==> config.mk <==
export PLATFORM = sky130hd
export DESIGN_NAME = ps2_receiver
export DESIGN_NICKNAME = d
export VERILOG_FILES = /design/src/design/cpu_io_pkg.sv /design/src/design/ps2_receiver.sv
export SDC_FILE = /design/constraint.sdc
export NUM_CORES = 1
export LEC_CHECK = 0
export BUFFER_PORTS_ARGS = -buffer_cell sky130_fd_sc_hd__buf_2
export CORE_MARGIN = 1
export CORE_UTILIZATION = 45
export CTS_BUF_LIST = sky130_fd_sc_hd__clkbuf_16
export DETAILED_ROUTE_END_ITERATION = 8
export GPL_TIMING_DRIVEN = 0
export SLEW_MARGIN = 10
export SYNTH_ARGS = -nofsm -noshare
export SYNTH_HDL_FRONTEND = slang
export SYNTH_SLANG_ARGS = --single-unit
==> constraint.sdc <==
create_clock -name clk_pipeline -period 2.1 [get_ports clk_pipeline]
set_input_delay 0.105 -clock clk_pipeline [delete_from_list [all_inputs] [get_ports clk_pipeline]]
set_output_delay 0.105 -clock clk_pipeline [all_outputs]
set_load 0.02 [all_outputs]
==> src/design/cpu_io_pkg.sv <==
package cpu_io_pkg;

    // cpu bus widths
    localparam int ADDR_W = 30;
    localparam int DATA_W = 32;

    // word address field that picks the region
    localparam int REGION_HI = 29;
    localparam int REGION_LO = 26;

    typedef enum logic [3:0] {
        REGION_TEXT   = 4'hC,
        REGION_KBD    = 4'hE,
        REGION_LOADER = 4'hF
    } region_e;

    // loader ram, 1024 words
    localparam int LOADER_ADDR_W = 10;

    // text memory write window
    localparam int TEXT_ADDR_W       = 15;
    localparam int TEXT_WEN_CYCLES   = 6;
    localparam int TEXT_STALL_CYCLES = 8;
    // counter must reach TEXT_STALL_CYCLES and hold there
    localparam int TEXT_CNT_W        = 4;

    // keyboard queue
    localparam int KBD_FIFO_DEPTH = 8;
    localparam int KBD_PTR_W      = 3;

    // ps/2 receiver
    typedef enum logic [1:0] {
        PS2_IDLE,
        PS2_SHIFT,
        PS2_CHECK
    } ps2_state_e;

    // start, 8 data, parity, stop
    localparam int PS2_FRAME_BITS = 11;
    localparam int PS2_CNT_W      = 4;

endpackage

==> src/design/ps2_receiver.sv <==
`timescale 1ns/1ps

module ps2_receiver import cpu_io_pkg::*; (
    input  logic       clk_pipeline,
    input  logic       rst,
    input  logic       ps2_clk,
    input  logic       ps2_data,
    output logic       code_valid,
    output logic [7:0] code
);

    logic [2:0]                clk_sync;
    logic [1:0]                data_sync;
    logic                      clk_fall;
    logic [PS2_FRAME_BITS-1:0] frame;
    logic [PS2_CNT_W-1:0]      bit_cnt;
    logic                      frame_ok;
    ps2_state_e                state;

    ////////////////////
    // synchronizers

    // idle bus is high, so preset to 1 to avoid a false edge
    always_ff @(posedge clk_pipeline) begin
        if (!rst) begin
            clk_sync  <= '1;
            data_sync <= '1;
        end else begin
            clk_sync  <= {clk_sync[1:0], ps2_clk};
            data_sync <= {data_sync[0], ps2_data};
        end
    end

    // keyboard drives data while clock is high, sample on the fall
    assign clk_fall = clk_sync[2] & ~clk_sync[1];

    ////////////////////
    // frame fsm

    always_ff @(posedge clk_pipeline) begin
        if (!rst) begin
            state   <= PS2_IDLE;
            bit_cnt <= '0;
        end else begin
            case (state)
                PS2_IDLE: begin
                    if (clk_fall) begin
                        bit_cnt <= PS2_CNT_W'(1);
                        state   <= PS2_SHIFT;
                    end
                end
                PS2_SHIFT: begin
                    if (clk_fall) begin
                        bit_cnt <= bit_cnt + 1'b1;
                        if (bit_cnt == PS2_CNT_W'(PS2_FRAME_BITS - 1)) begin
                            state <= PS2_CHECK;
                        end
                    end
                end
                PS2_CHECK: begin
                    bit_cnt <= '0;
                    state   <= PS2_IDLE;
                end
                default: state <= PS2_IDLE;
            endcase
        end
    end

    // lsb first, so shift in from the top
    always_ff @(posedge clk_pipeline) begin
        if (clk_fall && state != PS2_CHECK) begin
            frame <= {data_sync[1], frame[PS2_FRAME_BITS-1:1]};
        end
    end

    // start low, stop high, odd parity over data and parity bit
    assign frame_ok   = ~frame[0] & frame[PS2_FRAME_BITS-1] & (^frame[PS2_FRAME_BITS-2:1]);
    assign code_valid = (state == PS2_CHECK) && frame_ok;
    assign code       = frame[8:1];

    code_valid_single: assert property (@(posedge clk_pipeline) disable iff (!rst)
        code_valid |=> !code_valid);

endmodule

==> results of run 1 <==
## routing by layer
layer | share of wire | up-vias | GRT usage
met1 | 0.48 | 308 | 0.184
met3 | 0.039 | 5 | 0.0278
met5 | 0 | - | 0
li1 | - | 324 | -
met2 | 0.47 | 16 | 0.223
met4 | 0.016 | 0 | 0.0571
## power groups by stage
stage	clock network [W]	logic, W	registers (W)
final	0.000524	0.0000932	0.000474
after detailed placement	0	0.0000903	0.000484
after global placement	0	0.0000882	0.000483
after global routing	0.000555	0.000101	0.000476
after floorplan	0	0.0000712	0.000481
after CTS	0.000534	0.0000933	0.000475
## final timing paths
check / endpoint / depth (start not counted)
max: code_valid / 5
min: data_sync[0] / 2
max reg2reg: frame[4] / 3
min reg2reg: frame[10] / 0
## synth_stat cells
| cell type | instances | area, µm² |
|---|---|---|
| a32oi_1 | 1 | 8.76 |
| inv_2 | 1 | 3.75 |
| ha_1 | 6 | 75.1 |
| a21boi_0 | 1 | 7.51 |
| or3_2 | 1 | 7.51 |
| or4_1 | 1 | 7.51 |
| or4b_1 | 1 | 10.0 |
| a31oi_1 | 1 | 6.26 |
| xnor3_1 | 1 | 22.5 |
| o221a_2 | 1 | 11.3 |
| nand3b_1 | 1 | 7.51 |
| inv_1 | 4 | 15.0 |
| nor2b_4 | 1 | 13.8 |
| o21a_1 | 1 | 7.51 |
| nand3_1 | 1 | 5.00 |
| o21ai_0 | 3 | 15.0 |
| or2b_1 | 1 | 7.51 |
| nor3_1 | 2 | 10.0 |
| mux2i_2 | 1 | 13.8 |
| nand4_1 | 1 | 6.26 |
| a21oi_1 | 2 | 10.0 |
| o2bb2ai_1 | 1 | 8.76 |
| edfxtp_1 | 11 | 330 |
| clkbuf_1 | 1 | 3.75 |
| nor2_1 | 3 | 11.3 |
| nor2b_1 | 1 | 6.26 |
| nand2b_1 | 5 | 31.3 |
| nand2_1 | 5 | 18.8 |
| dfxtp_1 | 11 | 220 |
| buf_4 | 8 | 60.1 |
| a21boi_1 | 1 | 7.51 |
| xor2_1 | 2 | 17.5 |
| xnor2_1 | 4 | 35.0 |
## area by class of cell
class                           count  area share
Multi-Input combinational cell     50       0.319
Inverter                            5      0.0154
Tap cell                           27      0.0277
Timing Repair Buffer               12      0.0492
Sequential cell                    22       0.451
Clock buffer                        3      0.0615
Clock inverter                      1      0.0246
Buffer                              9      0.0523
## critical path, stage by stage, from the launching register on
cell and delay [ns]:
edfxtp_1 0.43, xor2_1 0.18, xnor3_1 0.42, xnor2_1 0.13, nor3_1 0.13, buf_2 0.19
## kinds of logic (layout without fill, tap and decap cells)
logic type	count (synthesis)	count (layout)	share of synthesized area
buffers and inverters	14	30	0.0808
xor gates and xnor gates	7	7	0.0734
muxes	1	1	0.0135
and+or+nand+nor	24	24	0.140
adders and majority gates	6	6	0.0734
AOI/OAI and AO/OA	12	12	0.0808
DFF	22	22	0.539
## registers in the layout, indices dropped and copies added, names as in the netlist
register	cells
bit_cnt	4
clk_sync	3
data_sync	2
frame	11
state	2
## through the flow
stage / instance area (µm²) / utilization
floorplan: 1020 / -
global placement: 1120 / 0.547
detailed placement: 1120 / 0.547
CTS: 1220 / 0.598
global route: 1220 / 0.598
finish: 1220 / 0.598
==> results by group, run 1 <==
Critical path
  • CP Max Fanout: 3
  • CP required: 2.00 ns
  • CP Launch Point: frame[3]
  • Critical Path Sink Type: output pin
  • Crit Path Class: flip-flop to output pin
  • R2R Setup Slk: 0.33 ns
  • Crit path launch type: flip-flop
  • RR Startpoint: state[0]
  • WP data arrival: 1.73 ns

Synth
  • Synth warn: 0
  • Mean post-synth cell area: 11.9 µm²
  • Yosys reg bits: 22
  • Seq/Total Area, Yosys: 0.539
  • Synth Instances: 86
  • Syn nets: 96
  • Cell variety after synth: 33
  • Area of the mapped netlist: 1020 µm²

Floorplanning
  • Core Box Area: 2040 µm²
  • Die height: 49.7 µm
  • I/O Pins: 13
  • Initial Util: 0.501
  • Die ar.: 2470 µm²
  • Rows: 16
  • Chip width: 49.7 µm

Final layout
  • Multi-input gate area: 389 µm²
  • # nets final: 113
  • Commonest cells after routing, fill and taps aside: buf_2, dfxtp_1, edfxtp_1, buf_4, ha_1
  • Layout area overhead: 19.5%
  • Register area: 551 µm²
  • N_diodes: 0
  • Most common cell after layout, fill and taps aside: buf_2
  • Filler Cells Inserted: 175
  • Finished Layout Cells: 129
  • Share of cells above drive strength 1: 0.284

Pwr
  • Psw: 0.000208 W
  • VDD IR-drop max: 0.527 mV
  • Sequential power share: 0.434
  • Leakage power total: 0.489 nW
  • Sw frac: 0.191
  • Pint: 0.000884 W
  • Clock power frac: 0.480
  • Power Density: 894 nW/µm²
  • Comb power frac: 0.085
  • Final Power: 0.00109 W

STA
  • RSZ-0062 raised after global routing: no
  • Max-Slew Margin vs Limit: 0.421
  • Setup WS post-layout: 0.264 ns
  • Tcrit/Tclk final: 0.874
  • Hold Slack: 0.0288 ns
  • Final Hold Viols: 0
  • Fin crit period: 1.84 ns
  • Max Fclk: 545 MHz
  • Worst-Margin Slew: 0.866 ns
  • Count of pins over their slew limit: 0
  • Setup TNS: 0 ns
  • # setup viols final: 0
  • Worst Skew: 0.00127 ns

Route
  • First-pass detailed-route iteration total: 4
  • Vias per std cell: 5.06
  • Routed vias: 653
  • DRC viols: 0
  • DR iter-0 viols: 16
  • Routed WL: 1550 µm
  • Post-route ant nets: 0
  • WL/cell: 12.0 µm

Clocking
  • CTS Buffer Depth: 2
  • TritonCTS clock tree: yes
  • Post-CTS sizing: 0
  • H-tree Lvls: 1
  • Worst skew pair latency: 0.25 ns
  • Hold Buf Count CTS: 0
  • Clock root buffer: clkbuf_16
  • Total CTS buffers: 3
  • Clock Pin Slew Worst Setup and Hold Paths: 0.06 ns
  • Postcts setup bufs: 0
  • Num Clock Sinks: 22

Job
  • Maxcap violations: 0

Global route
  • First-pass GRT wire length: 2540 µm
  • Largest net degree at the start of global routing: 14
  • Vias in the first global route: 564
  • Initial antenna violation count: 0
  • Gr usage total: 0.140
  • Total gr overflow: 0

Worst hold path
  • Hold Startpoint: rst
  • Hold Crit Class: primary input to flip-flop

Run status
  • Status: completed

Placed design
  • Pre-CTS setup slack: 0.328 ns
  • Placed wire-length estimate: 1110 µm
  • RePlAce Congestion: 0.795
  • Count of buffers from port buffering: 12
  • Inst Count DP: 125
(Power assumes the default switching activity.)
==> inputs of run 2 (changes only) <==
Settings changed: BUFFER_PORTS_ARGS -buffer_cell sky130_fd_sc_hd__buf_2 to -buffer_cell sky130_fd_sc_hd__buf_4.
==> results by group, run 2 (same netlist as run 1, synthesis figures left out) <==
Critical path
  • Crit path max-delay cell type: edfxtp_1
  • Crit Path Class: flip-flop to output pin
  • CP dominant cell by count: xnor2_1
  • Crit path max-delay family: XOR/XNOR gates
  • Critical Path Sink Type: output pin
  • Crit path launch type: flip-flop
  • Worst-path cell chain: xnor2_1, xnor3_1, xnor2_1, nor3_1, buf_4
  • WP data arrival: 1.78 ns
  • Sum of buffers and inverters on the critical path: 1
  • CP Max Fanout: 3
  • CP required: 2.00 ns
  • Worst path max stage delay: 0.42 ns

STA
  • Worst-Margin Slew: 0.869 ns
  • # setup viols final: 0
  • Max Fclk: 530 MHz
  • Setup TNS: 0 ns
  • Fin crit period: 1.89 ns
  • RSZ-0062 raised after global routing: no
  • Count of pins over their slew limit: 0
  • Max-Slew Margin vs Limit: 0.418
  • Worst Skew: 0.00325 ns
  • Hold Slack: 0.0271 ns
  • Final Hold Viols: 0
  • Tcrit/Tclk final: 0.898

Floorplanning
  • Die height: 49.7 µm
  • I/O Pins: 13
  • Core Box Area: 2040 µm²
  • Die ar.: 2470 µm²
  • Rows: 16
  • Chip width: 49.7 µm
  • Initial Util: 0.501

Job
  • Maxcap violations: 0

Route
  • Vias per std cell: 4.98
  • DR iter-0 viols: 7
  • Routed vias: 643
  • First-pass detailed-route iteration total: 4
  • Routed WL: 1570 µm
  • DRC viols: 0
  • Post-route ant nets: 0
  • WL/cell: 12.1 µm

Global route
  • Gr usage total: 0.152
  • Initial antenna violation count: 0
  • Total gr overflow: 0
  • First-pass GRT wire length: 2750 µm
  • Largest net degree at the start of global routing: 13
  • Vias in the first global route: 614

Placed design
  • Placed wire-length estimate: 1140 µm
  • Count of buffers from port buffering: 12
  • RePlAce Congestion: 0.742

Final layout
  • # nets final: 113
  • Commonest cells after routing, fill and taps aside: buf_4, dfxtp_1, edfxtp_1, ha_1
  • Largest registers: frame: 11 flops, bit_cnt: 4 flops, clk_sync: 3 flops
  • Register area: 551 µm²
  • Share of cells above drive strength 1: 0.275
  • Filler Cells Inserted: 171
  • Max FFs per register: 11
  • Register name with the most flops: frame
  • Most common cell after layout, fill and taps aside: buf_4
  • N_diodes: 0
  • Layout area overhead: 19.8%
  • Multi-input gate area: 389 µm²

Clocking
  • Clock Pin Slew Worst Setup and Hold Paths: 0.06 ns
  • H-tree Lvls: 1
  • Hold Buf Count CTS: 0
  • Post-CTS sizing: 0
  • Worst skew pair latency: 0.25 ns
  • Num Clock Sinks: 22
  • CTS Buffer Depth: 2
  • Postcts setup bufs: 0
  • Total CTS buffers: 3
  • TritonCTS clock tree: yes
  • Clock root buffer: clkbuf_16

Pwr
  • Leakage power total: 0.486 nW
  • Power Density: 786 nW/µm²
  • VDD IR-drop max: 0.457 mV

Run status
  • Status: completed

Worst hold path
  • Hold Crit Class: primary input to flip-flop
[run 2: final timing paths]
kind / start / to / slack (ns) / cells after the start
max: frame[7] / code_valid / 0.21 / 5
min: rst / data_sync[0] / 0.03 / 2
max reg2reg: state[0] / frame[8] / 0.32 / 3
min reg2reg: data_sync[1] / frame[10] / 0.40 / 0
[run 2: power breakdown]
| part | total (W) | switching (W) | internal [W] |
|---|---|---|---|
| logic | 0.0000941 | 0.0000504 | 0.0000437 |
| registers | 0.000475 | 0.00000998 | 0.000465 |
| clock network | 0.000394 | 0.000140 | 0.000253 |
| total | 0.000963 | 0.000201 | 0.000762 |
[run 2: per-stage QoR]
step / worst slack [ns] / cell area (µm²) / power (W) / instances / util
after floorplan: 0.450 / 1020 / 0.000552 / 86 / -
after global placement: 0.350 / 1150 / 0.000574 / 125 / 0.561
after detailed placement: 0.296 / 1150 / 0.000576 / 125 / 0.561
after CTS: 0.195 / 1220 / 0.000970 / 129 / 0.600
after global routing: 0.0788 / 1220 / 0.00100 / 129 / 0.600
final: 0.215 / 1220 / 0.000963 / 129 / 0.600
[run 2: final cells by class]
class / instances / area share
Multi-Input combinational cell: 50 / 0.318
Clock buffer: 3 / 0.0613
Clock inverter: 1 / 0.00306
Sequential cell: 22 / 0.449
Tap cell: 27 / 0.0276
Buffer: 9 / 0.0521
Timing Repair Buffer: 12 / 0.0735
Inverter: 5 / 0.0153
[run 2: layer usage]
| metal | track usage | wire, µm | vias to the layer above |
|---|---|---|---|
| met4 | 0.0714 | 12 | 0 |
| met2 | 0.236 | 747 | 11 |
| met1 | 0.202 | 766 | 307 |
| li1 | - | - | 323 |
| met3 | 0.0278 | 39 | 2 |
| met5 | 0 | 0 | - |
==> inputs of run 3 (changes only) <==
Settings changed: RECOVER_POWER set to 50.
==> results by group, run 3 (same netlist as run 1, synthesis figures left out) <==
STA
  • # setup viols final: 0
  • Worst-Margin Slew: 0.868 ns
  • RSZ-0062 raised after global routing: no
  • Max-Slew Margin vs Limit: 0.419
  • Tcrit/Tclk final: 0.898
  • Fin crit period: 1.89 ns
  • Setup TNS: 0 ns
  • Final Hold Viols: 0
  • Max Fclk: 530 MHz
  • Worst Skew: 0.00356 ns
  • Count of pins over their slew limit: 0

Floorplanning
  • Core Box Area: 2040 µm²
  • I/O Pins: 13
  • Rows: 16
  • Die height: 49.7 µm
  • Chip width: 49.7 µm
  • Die ar.: 2470 µm²
  • Initial Util: 0.501

Critical path
  • Crit path launch type: flip-flop
  • RR Startpoint: state[0]
  • CP required: 2.00 ns
  • R2R Setup Slk: 0.32 ns
  • CP Max Fanout: 3
  • Critical Path Sink Type: output pin
  • Worst Reg-to-Reg Cells: 3
  • RR Endpoint: frame[2]
  • WP data arrival: 1.78 ns
  • Crit Path Class: flip-flop to output pin

Pwr
  • Power Density: 785 nW/µm²
  • VDD IR-drop max: 0.457 mV
  • Final Power: 0.000962 W
  • Leakage power total: 0.484 nW

Route
  • WL/cell: 12.1 µm
  • Routed vias: 641
  • Routed WL: 1560 µm
  • DR iter-0 viols: 11
  • Post-route ant nets: 0
  • Vias per std cell: 4.97
  • First-pass detailed-route iteration total: 4
  • DRC viols: 0

Clocking
  • TritonCTS clock tree: yes
  • Num Clock Sinks: 22
  • Postcts setup bufs: 0
  • Clock Pin Slew Worst Setup and Hold Paths: 0.06 ns
  • CTS Buffer Depth: 2
  • Worst skew pair latency: 0.25 ns
  • Post-CTS sizing: 0
  • Hold Buf Count CTS: 0
  • Clock root buffer: clkbuf_16
  • Total CTS buffers: 3
  • H-tree Lvls: 1

Worst hold path
  • Hold path endpoint: clk_sync[0]
  • Hold path cells: 2
  • Hold Startpoint: ps2_clk
  • Hold Crit Class: primary input to flip-flop

Final layout
  • Largest registers: frame: 11 flops, bit_cnt: 4 flops, clk_sync: 3 flops
  • Most common cell after layout, fill and taps aside: buf_4
  • Max FFs per register: 11
  • Commonest cells after routing, fill and taps aside: buf_4, dfxtp_1, edfxtp_1, clkbuf_4, ha_1
  • # nets final: 113
  • Register name with the most flops: frame
  • Multi-input gate area: 389 µm²
  • Filler Cells Inserted: 171
  • Final core utilization: 0.600
  • N_diodes: 0
  • Share of cells above drive strength 1: 0.275
  • Layout area overhead: 19.8%
  • Register area: 551 µm²

Job
  • Maxcap violations: 0

Global route
  • Busiest grt layer: met2
  • Met2 Track Usage GR: 0.236
  • Largest net degree at the start of global routing: 13
  • Gr usage total: 0.152
  • Met3 usage: 0.0278
  • Vias in the first global route: 614
  • GR Util met1: 0.202
  • Initial antenna violation count: 0
  • Total gr overflow: 0
  • First-pass GRT wire length: 2750 µm

Placed design
  • RePlAce Congestion: 0.742
  • Count of buffers from port buffering: 12
  • Placed wire-length estimate: 1140 µm

Run status
  • Status: completed
-- run 3: cell count changes in the layout (fill, tap and decap cells not counted), sizes merged --
cell / change
clkbuf: +7
buf: -7
-- run 3: worst max-delay path by stage --
stage | from | slack (ns) | cells past startpoint | end
finish | frame[7] | 0.21 | 5 | code_valid
global route | frame[3] | 0.08 | 5 | code_valid
detailed placement | state[0] | 0.30 | 3 | frame[7]
global placement | state[0] | 0.35 | 3 | frame[7]
CTS | frame[3] | 0.19 | 5 | code_valid
floorplan | frame[3] | 0.45 | 4 | code_valid
-- run 3: worst max-delay path, cell delays in order (launching register included) --
cell and delay (ns):
edfxtp_1 0.41, xnor2_1 0.26, xnor3_1 0.39, xnor2_1 0.15, nor3_1 0.15, buf_4 0.17
-- run 3: layout make-up --
type                    instances  share of cell area
flip-flops and latches         22               0.449
multi-input cells              50               0.318
repair buffers                 12              0.0735
clock buffers                   3              0.0613
plain buffers                   9              0.0521
well taps                      27              0.0276
inverters                       5              0.0153
clock inverters                 1             0.00306
-- run 3: layer usage --
metal / vias to the layer above / share of wire
met5: - / 0
met4: 0 / 0.0077
li1: 323 / -
met1: 305 / 0.49
met3: 2 / 0.025
met2: 11 / 0.48
-- run 3: power breakdown --
group	total (W)	switching, W	internal, W
combinational	0.0000937	0.0000504	0.0000433
sequential	0.000475	0.00000995	0.000465
clock	0.000393	0.000140	0.000253
total	0.000962	0.000200	0.000761
-- run 3: through the flow --
step                      hold slack (ns)  cell area (µm²)  cells  worst slack [ns]
final                              0.0369             1220    129             0.214
after global routing               0.0336             1220    129            0.0788
after CTS                          0.0287             1220    129             0.195
after detailed placement            0.290             1150    125             0.296
after global placement              0.283             1150    125             0.350
after floorplan                     0.178             1020     86             0.450
