`config.mk`:
```
export PLATFORM = sky130hd
export DESIGN_NAME = scancode_fifo
export DESIGN_NICKNAME = d
export VERILOG_FILES = /design/src/design/cpu_io_pkg.sv /design/src/design/scancode_fifo.sv
export SDC_FILE = /design/constraint.sdc
export NUM_CORES = 1
export LEC_CHECK = 0
export BUFFER_PORTS_ARGS = -buffer_cell sky130_fd_sc_hd__buf_2
export CORE_MARGIN = 2
export CORE_UTILIZATION = 30
export CTS_CLUSTER_SIZE = 8
export DETAILED_ROUTE_END_ITERATION = 6
export PLACE_DENSITY = 0.42
export SYNTH_ARGS = -nofsm -noshare
export SYNTH_HDL_FRONTEND = slang
export SYNTH_SLANG_ARGS = --single-unit
```
`constraint.sdc`:
```
create_clock -name clk_pipeline -period 5.7 [get_ports clk_pipeline]
set_clock_uncertainty 0.2 [all_clocks]
set_input_delay 0.285 -clock clk_pipeline [delete_from_list [all_inputs] [get_ports clk_pipeline]]
set_output_delay 0.285 -clock clk_pipeline [all_outputs]
set_load 0.05 [all_outputs]
```
`src/design/cpu_io_pkg.sv`:
```
package cpu_io_pkg;

    // cpu bus widths
    localparam int ADDR_W = 30;
    localparam int DATA_W = 32;

    // word address field that picks the region
    localparam int REGION_HI = 29;
    localparam int REGION_LO = 26;

    typedef enum logic [3:0] {
        REGION_TEXT   = 4'hC,
        REGION_KBD    = 4'hE,
        REGION_LOADER = 4'hF
    } region_e;

    // loader ram, 1024 words
    localparam int LOADER_ADDR_W = 10;

    // text memory write window
    localparam int TEXT_ADDR_W       = 15;
    localparam int TEXT_WEN_CYCLES   = 6;
    localparam int TEXT_STALL_CYCLES = 8;
    // counter must reach TEXT_STALL_CYCLES and hold there
    localparam int TEXT_CNT_W        = 4;

    // keyboard queue
    localparam int KBD_FIFO_DEPTH = 8;
    localparam int KBD_PTR_W      = 3;

    // ps/2 receiver
    typedef enum logic [1:0] {
        PS2_IDLE,
        PS2_SHIFT,
        PS2_CHECK
    } ps2_state_e;

    // start, 8 data, parity, stop
    localparam int PS2_FRAME_BITS = 11;
    localparam int PS2_CNT_W      = 4;

endpackage

```
`src/design/scancode_fifo.sv`:
```
`timescale 1ns/1ps

module scancode_fifo import cpu_io_pkg::*; (
    input  logic       clk_pipeline,
    input  logic       rst,
    input  logic       code_valid,
    input  logic [7:0] code,
    input  logic       kb_pop,
    output logic       kb_ready,
    output logic       kb_overflow,
    output logic [7:0] head_code
);

    logic [7:0]           mem [KBD_FIFO_DEPTH];
    logic [KBD_PTR_W-1:0] wr_ptr;
    logic [KBD_PTR_W-1:0] rd_ptr;
    logic [KBD_PTR_W:0]   count;
    logic                 full;
    logic                 push;
    logic                 pop;

    assign full     = (count == (KBD_PTR_W + 1)'(KBD_FIFO_DEPTH));
    assign kb_ready = (count != '0);
    // full queue drops the new code
    assign push     = code_valid && !full;
    assign pop      = kb_pop && kb_ready;

    // storage
    always_ff @(posedge clk_pipeline) begin
        if (push) begin
            mem[wr_ptr] <= code;
        end
    end

    assign head_code = mem[rd_ptr];

    // pointers wrap on their own, depth is a power of two
    always_ff @(posedge clk_pipeline) begin
        if (!rst) begin
            wr_ptr      <= '0;
            rd_ptr      <= '0;
            count       <= '0;
            kb_overflow <= 1'b0;
        end else begin
            if (push) begin
                wr_ptr <= wr_ptr + 1'b1;
            end
            if (pop) begin
                rd_ptr <= rd_ptr + 1'b1;
            end
            case ({push, pop})
                2'b10:   count <= count + 1'b1;
                2'b01:   count <= count - 1'b1;
                default: count <= count;
            endcase
            // sticky until reset
            if (code_valid && full) begin
                kb_overflow <= 1'b1;
            end
        end
    end

    count_bound: assert property (@(posedge clk_pipeline) disable iff (!rst)
        count <= (KBD_PTR_W + 1)'(KBD_FIFO_DEPTH));

endmodule

```
==> results.txt, run 1 <==
Req. time, crit path: 5770 ps
GRT Util Overall: 11.7%
Die Span Y: 106 um
Yosys warns: 0
Synth Instances: 171
Area grow syn2layout: 16.1%
1st-iter DRT viols: 57
Initial core utilization: 30.6%
Max incr delay on CP: 660 ps
Power density cells: 456 nW/um^2
Reg clk slew, reported paths: 80 ps
Post-CTS Setup Repair Bufs: 0
Main combinational cell family by area after synthesis: multiplexers
TritonCTS Buffers: 9
Worst-path fanout max: 8
Hold/Removal Path Class: primary input to flip-flop
Cell with the most instances after synthesis: edfxtp_1
# setup viols final: 0
# diodes: 0
Compound-Gate Fraction of Synth Area: 1.93%
Worst-Margin Slew: 1040 ps
Via Count: 1555
Io pins: 22
Top FF cell, synth: edfxtp_1
Critical-path cell list: or4b_1 > nand2_4 > ha_1 > xor2_1 > ha_1 > a21oi_1 > xor2_1 > or3_1 > a21boi_0
Fillcell total: 983
Number of max-slew violations in the final report: 0
Largest net degree at the start of global routing: 17
Nets: 217
CP Class: flip-flop to flip-flop
# H-tree levels: 3
Ratio of final minimum period to clock period: 50.0%
Xor/xnor share of the synthesized area: 1.97%
Port Buf Inserts: 21
Arrival time at the worst endpoint: 2920 ps
Mux cell area share after synthesis: 15.1%
Tmin final: 2850 ps
WL/cell: 17.6 um
Asr flop ratio synth: 0%
Synth top area share: 61.6%
RSZ-0062 raised after global routing: no
Share of cells above drive strength 1: 32.7%
FP Rows: 37
Status: finished, final reports clean
DIE WIDTH: 106 um
Syn_nets: 188
Core Box Area: 10200 sq um
Clock Tree Root: clkbuf_8
Drt drc: 0
Register bit total from synthesis: 78
Synth top cells by count: 64 x edfxtp_1, 16 x mux4_2, 14 x dfxtp_1
Dpl hpwl: 3760 um
Clock sink count: 78
Hold Fails Final Rpt: 0
Initial antenna violation count: 0
Worst skew pair latency: 340 ps
Vias/cell: 4.56
Tot Pwr: 1.65 mW
Setup TNS: 0 ps
TritonCTS clock tree: yes
Mapped Area: 3120 sq um
WL final: 5990 um
Peak supply drop: 151 uV
Initial DRT Pass Iterations: 4
P_leak: 1.19 nW
Syn avg cell area: 18.2 sq um
CP startpoint kind: flip-flop
Unique masters post-synth: 34
Yosys top cell by area: edfxtp_1
Post_cts resized: 0
Worst slew margin: 30.7%
Number of nets with antenna violations after routing: 0
Clock Path Buffers: 2
Die ar.: 11200 sq um
Reg2reg setup slack: 2850 ps
Adder-cell share of the synthesized area: 2.01%
Main area contributors after synthesis: edfxtp_1 62%, mux4_2 12%, dfxtp_1 9.0%
Gpl congestion: 0.728
Max-cap violations: 0
Crit end category: flip-flop
Global-route wire length before repair: 9430 um
EDFF count, synth: 64
Simple-gate portion of the synthesized area: 6.98%
Slowest-stage cell, CP: or4b_1
Max Fclk: 0.351 GHz
Vias in the first global route: 1696
Gr ovfl total: 0
Sequential area share after synthesis: 70.6%
## where the power goes
group | switching, mW | total, mW | internal (mW)
clock | 0.192 | 0.438 | 0.247
combinational | 0.296 | 0.502 | 0.206
sequential | 0.0411 | 0.712 | 0.671
total | 0.528 | 1.65 | 1.12
## per-layer routing
metal | up-vias | wire length (um) | track usage [%]
li1 | 725 | - | -
met1 | 797 | 2560 | 14.0
met2 | 23 | 3150 | 19.8
met3 | 10 | 148 | 2.51
met4 | 0 | 127 | 6.20
met5 | - | 0 | 0
## registers in the layout (all words and copies together) (netlist names), named ones only
| signal | count |
|---|---|
| mem | 64 |
| wr_ptr | 3 |
| kb_overflow | 1 |
| rd_ptr | 3 |
| count | 4 |
## cells in the final DEF, fill, tap and decap left out, types with 6 or more instances in the layout
cell type | netlist | layout
mux2_2 | 8 | 8
mux4_2 | 16 | 16
and2_1 | 6 | 6
buf_2 | 1 | 21
clkbuf_8 | 0 | 9
edfxtp_1 | 64 | 64
dfxtp_1 | 14 | 14
## stage by stage
step           area [sq um]  setup WS, ps  hold WS [ps]  instances  utilization [%]
6_report               3620          2850          21.9        341             35.5
5_1_grt                3620          2700          17.7        341             35.5
4_1_cts                3620          2850          5.18        341             35.5
3_5_place_dp           3390          2870           259        323             33.3
3_3_place_gp           3390          3020           251        323             33.3
2_1_floorplan          3120          3000           184        171                -
## final timing paths
kind         cells past startpoint   startpoint           to
min reg2reg                      1  kb_overflow  kb_overflow
max reg2reg                      9     count[1]     count[2]
max                              9     count[1]     count[2]
min                              1      code[4]    mem[0][4]
## area by class of cell
class                      instances  area [sq um]  share of cell area, %
tap                              136           170                   4.70
inverter                           2          7.51                  0.207
multi-input combinational         84           892                   24.6
sequential                        78          2200                   60.8
timing repair buffer              25           140                   3.87
clock inverter                     4          72.6                   2.00
clock buffer                      12           135                   3.73
## worst max-delay path, delay by kind of cell (launching register included)
family                     cells  cell delay [ps]
DFF                            1              370
and+or+nand+nor                3             1150
adders and majority gates      2              480
xor gates and xnor gates       2              370
AOI/OAI and AO/OA              2              210
## repair_timing
item	4_1_cts	5_1_grt
hold buffers	2	0
hold endpoints to repair	16	0
setup endpoints to repair	0	0
## cells by family (layout without fill, tap and decap cells)
group,count (synthesis),count (layout)
and+or+nand+nor,37,37
adders and majority gates,5,5
DFF,78,78
AOI/OAI and AO/OA,9,9
buffers and inverters,9,43
xor gates and xnor gates,7,7
muxes,26,26
(Power assumes the default switching activity.)
==> run 2: changes to the inputs <==
--- a/config.mk
+++ b/config.mk
@@ -5,6 +5,7 @@
 export SDC_FILE = /design/constraint.sdc
 export NUM_CORES = 1
 export LEC_CHECK = 0
+export ABC_AREA = 1
 export BUFFER_PORTS_ARGS = -buffer_cell sky130_fd_sc_hd__buf_2
 export CORE_MARGIN = 2
 export CORE_UTILIZATION = 30
==> constraint.sdc (replaced) <==
create_clock -name clk_pipeline -period 2.96 [get_ports clk_pipeline]
set_clock_uncertainty 0.2 [all_clocks]
set_input_delay 0.148 -clock clk_pipeline [delete_from_list [all_inputs] [get_ports clk_pipeline]]
set_output_delay 0.148 -clock clk_pipeline [all_outputs]
set_load 0.05 [all_outputs]
==> run 2 against run 1 <==
  * Power is 95% higher
  * Via count up 35%
  * Sequential power increased by 90%
  * Worst setup slack got worse by 2100 ps
  * Largest cell class unchanged
  * Hold slack lost 7.4 ps
  * Global-route usage grew 0.97 points
  * Non-clock buffer count grew 19
  * Critical endpoint is now mem[7][3]
  * Cell count up 35%
==> results.txt, run 2 <==
Crit end category: flip-flop
Share of cells above drive strength 1: 16.6% (-16 points)
Cell with the most instances after synthesis: edfxtp_1
Initial DRT Pass Iterations: 4 (unchanged)
P_leak: 1.42 nW (+19%)
Setup crit end: mem[7][3]
Commonest non-fill, non-tap cells in the layout: 64 x edfxtp_1, 47 x nor2_1, 37 x nand2_1, 25 x o21ai_0, 21 x buf_2
Clock sink count: 78 (unchanged)
Vias/cell: 4.54 (-0.42%)
Area grow syn2layout: 17.5%
Gr ovfl total: 0 (unchanged)
GRT Util Overall: 12.7% (+0.97 points)
WL/cell: 14.9 um (-15%)
Number of nets with antenna violations after routing: 0 (unchanged)
Worst slew margin: 36.8% (+6.1 points)
Peak supply drop: 493 uV (+230%)
Core Box Area: 10400 sq um (+1.8%)
Nets: 340 (+57%)
FP Rows: 37 (unchanged)
Worst skew pair latency: 340 ps (about the same)
Top FF cell, synth: edfxtp_1
RR Endpoint: mem[7][3]
Hold/Removal Path Class: primary input to flip-flop
Multi-input combinational cell area: 863 sq um (-3.2%)
Placed Cells: 437 (+35%)
Die Span Y: 108 um (+1.7%)
Reg2reg setup slack: 740 ps (-2110 ps)
Main area contributors after synthesis: edfxtp_1 60%, dfxtp_1 8.7%, nor2_1 5.5%
Register bit total from synthesis: 78 (unchanged)
Yosys top cell by area: edfxtp_1
Largest net degree at the start of global routing: 33 (+16)
Synth top area share: 59.5% (-2.1 points)
Most common cell after layout, fill and taps aside: edfxtp_1
Final cell count without fillers: 462 (+35%)
Vias in the first global route: 1991 (+17%)
Hold Fails Final Rpt: 0 (unchanged)
Drt drc: 0 (unchanged)
Unique masters post-synth: 26 (-24%)
Worst Reg-to-Reg Cells: 6 (-3)
Register Area: 2200 sq um (unchanged)
DIE WIDTH: 108 um (+1.7%)
1st-iter DRT viols: 78 (+37%)
Syn_nets: 294 (+56%)
Io pins: 22 (unchanged)
Max FFs per register: 64 (unchanged)
# H-tree levels: 3 (unchanged)
Top reg by flops: mem
Top Registers: mem x64, count x4
Worst-path fanout max: 8 (unchanged)
Gpl congestion: 0.760 (+4.3%)
Worst-Margin Slew: 944 ps (-91.9 ps)
Dpl hpwl: 4350 um (+16%)
CP Class: flip-flop to flip-flop
Tmin final: 2220 ps (-626 ps)
Max Fclk: 0.450 GHz (+28%)
Reg2Reg Launch Point: count[2]
Via Count: 2098 (+35%)
TritonCTS clock tree: yes
Clock Tree Root: clkbuf_8
Port Buf Inserts: 21 (unchanged)
RSZ-0062 raised after global routing: no
CP startpoint kind: flip-flop
Max-cap violations: 0 (unchanged)
Sequential area share after synthesis: 68.2% (-2.4 points)
Status: finished, final reports clean
Number of max-slew violations in the final report: 0 (unchanged)
EDFF count, synth: 64 (unchanged)
Initial core utilization: 31.1% (+0.52 points)
Worst Setup SP: count[2]
Asr flop ratio synth: 0% (unchanged)
Req. time, crit path: 2720 ps (-3050 ps)
WL final: 6860 um (+15%)
Fillcell total: 1074 (+9.3%)
Synth top cells by count: 64 x edfxtp_1, 47 x nor2_1, 37 x nand2_1
Mapped Area: 3230 sq um (+3.5%)
Arrival time at the worst endpoint: 1990 ps (-930 ps)
Syn avg cell area: 11.7 sq um (-36%)
Global-route wire length before repair: 10700 um (+13%)
Synth Instances: 277 (+62%)
Yosys warns: 0 (unchanged)
Reg clk slew, reported paths: 70 ps (about the same)
Initial antenna violation count: 0 (unchanged)
Die ar.: 11600 sq um (+3.4%)
Power density cells: 850 nW/um^2 (+86%)
# diodes: 0 (unchanged)
# setup viols final: 0 (unchanged)
Ratio of final minimum period to clock period: 75.1% (+25 points)
Clock Path Buffers: 2 (unchanged)
TritonCTS Buffers: 9 (unchanged)
Setup TNS: 0 ps (unchanged)
-- run 2: cell types whose count changed after synthesis, moves of 8 or more --
| cell | previous run | this run |
|---|---|---|
| mux2_2 | 8 | 0 |
| inv_1 | 2 | 18 |
| o21ai_0 | 1 | 25 |
| o21ai_1 | 0 | 15 |
| nand2_1 | 5 | 37 |
| nor2_1 | 4 | 47 |
| o22ai_1 | 0 | 8 |
| mux4_2 | 16 | 0 |
-- run 2: where the power goes --
group          leakage (nW)  switching (mW)  internal [mW]  total (mW)
clock                0.0907           0.366          0.376       0.742
sequential            0.696          0.0593           1.29        1.35
combinational         0.629           0.791          0.340        1.13
-- run 2: kinds of logic (layout without fill, tap and decap cells) --
kind of cell	count (synthesis)	after routing	synth area share, %
multiplexers	8	8	2.48
adder cells (fa/ha/maj)	5	5	1.94
AO/OA/AOI/OAI	56	56	8.99
flip-flops	78	78	68.2
XOR/XNOR	3	3	0.814
buffers and inverters	29	78	5.04
AND/OR/NAND/NOR	98	98	12.5
-- run 2: how the worst min path moves through the flow --
stage             from   endpoint  slack, ps  depth (start not counted)
3_5_place_dp   code[1]  mem[1][1]        230                          1
3_3_place_gp   code[3]  mem[1][3]        240                          1
5_1_grt         kb_pop  flip-flop         40                          4
2_1_floorplan  code[0]  mem[0][0]         50                          0
6_report        kb_pop  rd_ptr[0]         10                          4
4_1_cts         kb_pop  flip-flop          5                          4
-- run 2: critical path, cell delays in order, from the launching register on --
cell,delay [ps]
dfxtp_1,360
inv_1,120
nand3_1,140
nand2_2,120
nor2_1,110
inv_1,80
nor2_1,720
-- run 2: repair_timing --
| item | 4_1_cts | 5_1_grt |
|---|---|---|
| resized for setup | 0 | 0 |
| setup buffers | 0 | 0 |
| hold endpoints to repair | 73 | 0 |
| hold buffers | 11 | 0 |
-- run 2: stage by stage --
stage                     total power, mW  setup WS [ps]  util (%)  hold WS (ps)  cell area (sq um)
after floorplan                      2.25            719         -          46.9               3230
after global placement               2.51            814      33.8           238               3510
after detailed placement             2.50            786      33.8           229               3510
after CTS                            3.26            761      36.6          4.58               3790
after global routing                 3.42            551      36.6          40.4               3790
final                                3.22            736      36.6          14.4               3790
-- run 2: final cells by class --
cell class | instances | area share [%]
inverters | 20 | 1.98
multi-input cells | 170 | 22.8
clock buffers | 9 | 3.27
clock inverters | 5 | 1.39
well taps | 136 | 4.49
repair buffers | 44 | 8.05
flip-flops and latches | 78 | 58.1
-- run 2: per-layer routing --
metal / vias to the layer above / part of all wire, % / GRT usage (%)
met1: 1007 / 50 / 17.4
met4: 0 / 1.1 / 3.39
met3: 7 / 2.9 / 3.81
met2: 31 / 46 / 19.5
met5: - / 0 / 0
li1: 1053 / - / -
==> run 3: changes to the inputs <==
==> constraint.sdc (replaced) <==
create_clock -name clk_pipeline -period 2.3 [get_ports clk_pipeline]
set_clock_uncertainty 0.2 [all_clocks]
set_input_delay 0.115 -clock clk_pipeline [delete_from_list [all_inputs] [get_ports clk_pipeline]]
set_output_delay 0.115 -clock clk_pipeline [all_outputs]
set_load 0.05 [all_outputs]
==> run 3 against run 2 <==
  * Clock power up 33%
  * First-iteration DRC count up 5.1%
  * Largest cell class unchanged
  * Hold slack better by 250 ps
  * Final area up 1.4%
  * Critical path depth unchanged
  * Global-route usage up 0.43 points
  * Cell count up 0.87%
==> results.txt, run 3 (synthesis gave the netlist of run 2 again) <==
Clock Tree Root: clkbuf_8
# diodes: 0 (unchanged)
TritonCTS Buffers: 9 (unchanged)
Clock Path Buffers: 2 (unchanged)
Port Buf Inserts: 21 (unchanged)
P_int: 2.61 mW (+30%)
Post-CTS Setup Repair Bufs: 0 (unchanged)
Most common cell after layout, fill and taps aside: edfxtp_1
Die ar.: 11600 sq um (unchanged)
Gpl congestion: 0.736 (-3.1%)
Nets: 343 (+0.88%)
Arrival time at the worst endpoint: 1770 ps (-220 ps)
Status: finished, final reports clean
Number of max-slew violations in the final report: 0 (unchanged)
Top reg by flops: mem
Max Fclk: 0.480 GHz
Core Box Area: 10400 sq um (unchanged)
Cell mode on critical path: nand2_1
Clock sink count: 78 (unchanged)
Setup TNS: 0 ps (unchanged)
Global-route wire length before repair: 11100 um (+4.5%)
FP Rows: 37 (unchanged)
WL final: 7000 um (+1.9%)
Initial antenna violation count: 0 (unchanged)
Max-cap violations: 0 (unchanged)
Area grow syn2layout: 19.1%
Initial DRT Pass Iterations: 4 (unchanged)
# setup viols final: 0 (unchanged)
Largest net degree at the start of global routing: 33 (unchanged)
Power density cells: 1100 nW/um^2 (+29%)
P_leak: 1.44 nW (+1.3%)
GRT Util Overall: 13.1% (+0.43 points)
Switching part of the total: 38.1% (+0.38 points)
Reg power frac: 41.6% (-0.3 points)
Crit end category: primary output
Placed cell areas: 3530 sq um (+0.64%)
Final Hold Slack: 262 ps (+248 ps)
WL/cell: 15.0 um (+1.1%)
Gr ovfl total: 0 (unchanged)
Max FFs per register: 64 (unchanged)
Req. time, crit path: 1990 ps (-730 ps)
Io pins: 22 (unchanged)
Initial core utilization: 31.1% (unchanged)
Worst-path fanout max: 32 (+24)
Vias in the first global route: 2027 (+1.8%)
Top Registers: mem x64, count x4
Dpl hpwl: 4250 um (-2.3%)
Die Span Y: 108 um (unchanged)
# H-tree levels: 3 (unchanged)
Reg clk slew, reported paths: 80 ps (about the same)
Vias/cell: 4.54 (about the same)
Final instance area: 3840 sq um (+1.4%)
Critical-path cell list: buf_4 > o21ai_0 > o22ai_1 > nand2_1 > nand2_1 > buf_2
Share of cells above drive strength 1: 18.2% (+1.6 points)
Hold Fails Final Rpt: 0 (unchanged)
1st-iter DRT viols: 82 (+5.1%)
Peak supply drop: 486 uV (-1.4%)
Number of nets with antenna violations after routing: 0 (unchanged)
CP Class: flip-flop to primary output
Slowest-stage cell, CP: buf_4
Worst-Margin Slew: 441 ps (-502 ps)
CP startpoint kind: flip-flop
TritonCTS clock tree: yes
Max incr delay on CP: 320 ps (-400 ps)
Fillcell total: 1047 (-2.5%)
Clk pwr share: 23.5% (+0.5 points)
Worst skew pair latency: 340 ps (about the same)
Gate power share: 34.9% (-0.2 points)
Commonest non-fill, non-tap cells in the layout: 64 x edfxtp_1, 47 x nor2_1, 37 x nand2_1, 25 x o21ai_0, 21 x buf_2
Final setup margin: 218 ps (-518 ps)
Place WS: 184 ps (-601 ps)
Psw: 1.61 mW (+32%)
Via Count: 2116 (+0.86%)
DIE WIDTH: 108 um (unchanged)
Tmin final: 2080 ps
Tot Pwr: 4.22 mW (+31%)
Worst slew margin: 70.5% (+34 points)
Ratio of final minimum period to clock period: 90.5%
Hold/Removal Path Class: flip-flop to flip-flop
Drt drc: 0 (unchanged)
==> run 3: cell types whose count changed in the layout (fill, tap and decap cells not counted), moves of 2 or more <==
cell	before	now
clkinv_4	0	2
clkinv_2	3	1
dfxtp_1	14	12
dfxtp_2	0	2
buf_4	12	15
==> run 3: what timing repair did <==
| action | 4_1_cts | 5_1_grt |
|---|---|---|
| resized for setup | 0 | 7 |
| setup endpoints to repair | 0 | 4 |
| hold endpoints to repair | 74 | 0 |
| hold buffers | 11 | 0 |
==> run 3: power by group through the flow <==
stage / Sequential, mW / Clock [mW] / Combinational [mW]
2_1_floorplan: 1.77 / 0 / 1.13
3_3_place_gp: 1.77 / 0 / 1.46
3_5_place_dp: 1.78 / 0 / 1.46
4_1_cts: 1.75 / 1.01 / 1.48
5_1_grt: 1.77 / 1.06 / 1.66
6_report: 1.76 / 0.989 / 1.47
==> run 3: final timing paths <==
check / cells past startpoint / slack, ps / endpoint / startpoint
worst min register to register: 2 / 260 / kb_overflow / kb_overflow
worst max register to register: 13 / 240 / count[2] / count[2]
worst min-delay path: 2 / 260 / kb_overflow / kb_overflow
worst max-delay path: 6 / 220 / head_code[7] / flip-flop
==> run 3: final cells by class <==
class | count | area, sq um | share of cell area [%]
repair buffers | 47 | 328 | 8.53
clock inverters | 6 | 63.8 | 1.66
clock buffers | 9 | 124 | 3.22
inverters | 20 | 77.6 | 2.02
multi-input cells | 170 | 876 | 22.8
flip-flops and latches | 78 | 2200 | 57.4
well taps | 136 | 170 | 4.43
==> run 3: routing by layer <==
metal | vias up | global-route usage, % | wire [um]
met1 | 1018 | 18.4 | 3550
met5 | - | 0 | 0
li1 | 1060 | - | -
met2 | 30 | 19.6 | 3140
met4 | 0 | 5.86 | 93
met3 | 8 | 2.60 | 208
==> run 3: critical path, delay by kind of cell (launching register included) <==
kind	cells	cell delay [ps]
buffers and inverters	2	590
AOI/OAI and AO/OA	2	330
DFF	1	310
and+or+nand+nor	2	180
==> run 3: metrics by stage <==
step / util [%] / instances
floorplan: - / 277
global placement: 34.0 / 440
detailed placement: 34.0 / 440
CTS: 36.9 / 466
global route: 37.1 / 466
finish: 37.1 / 466
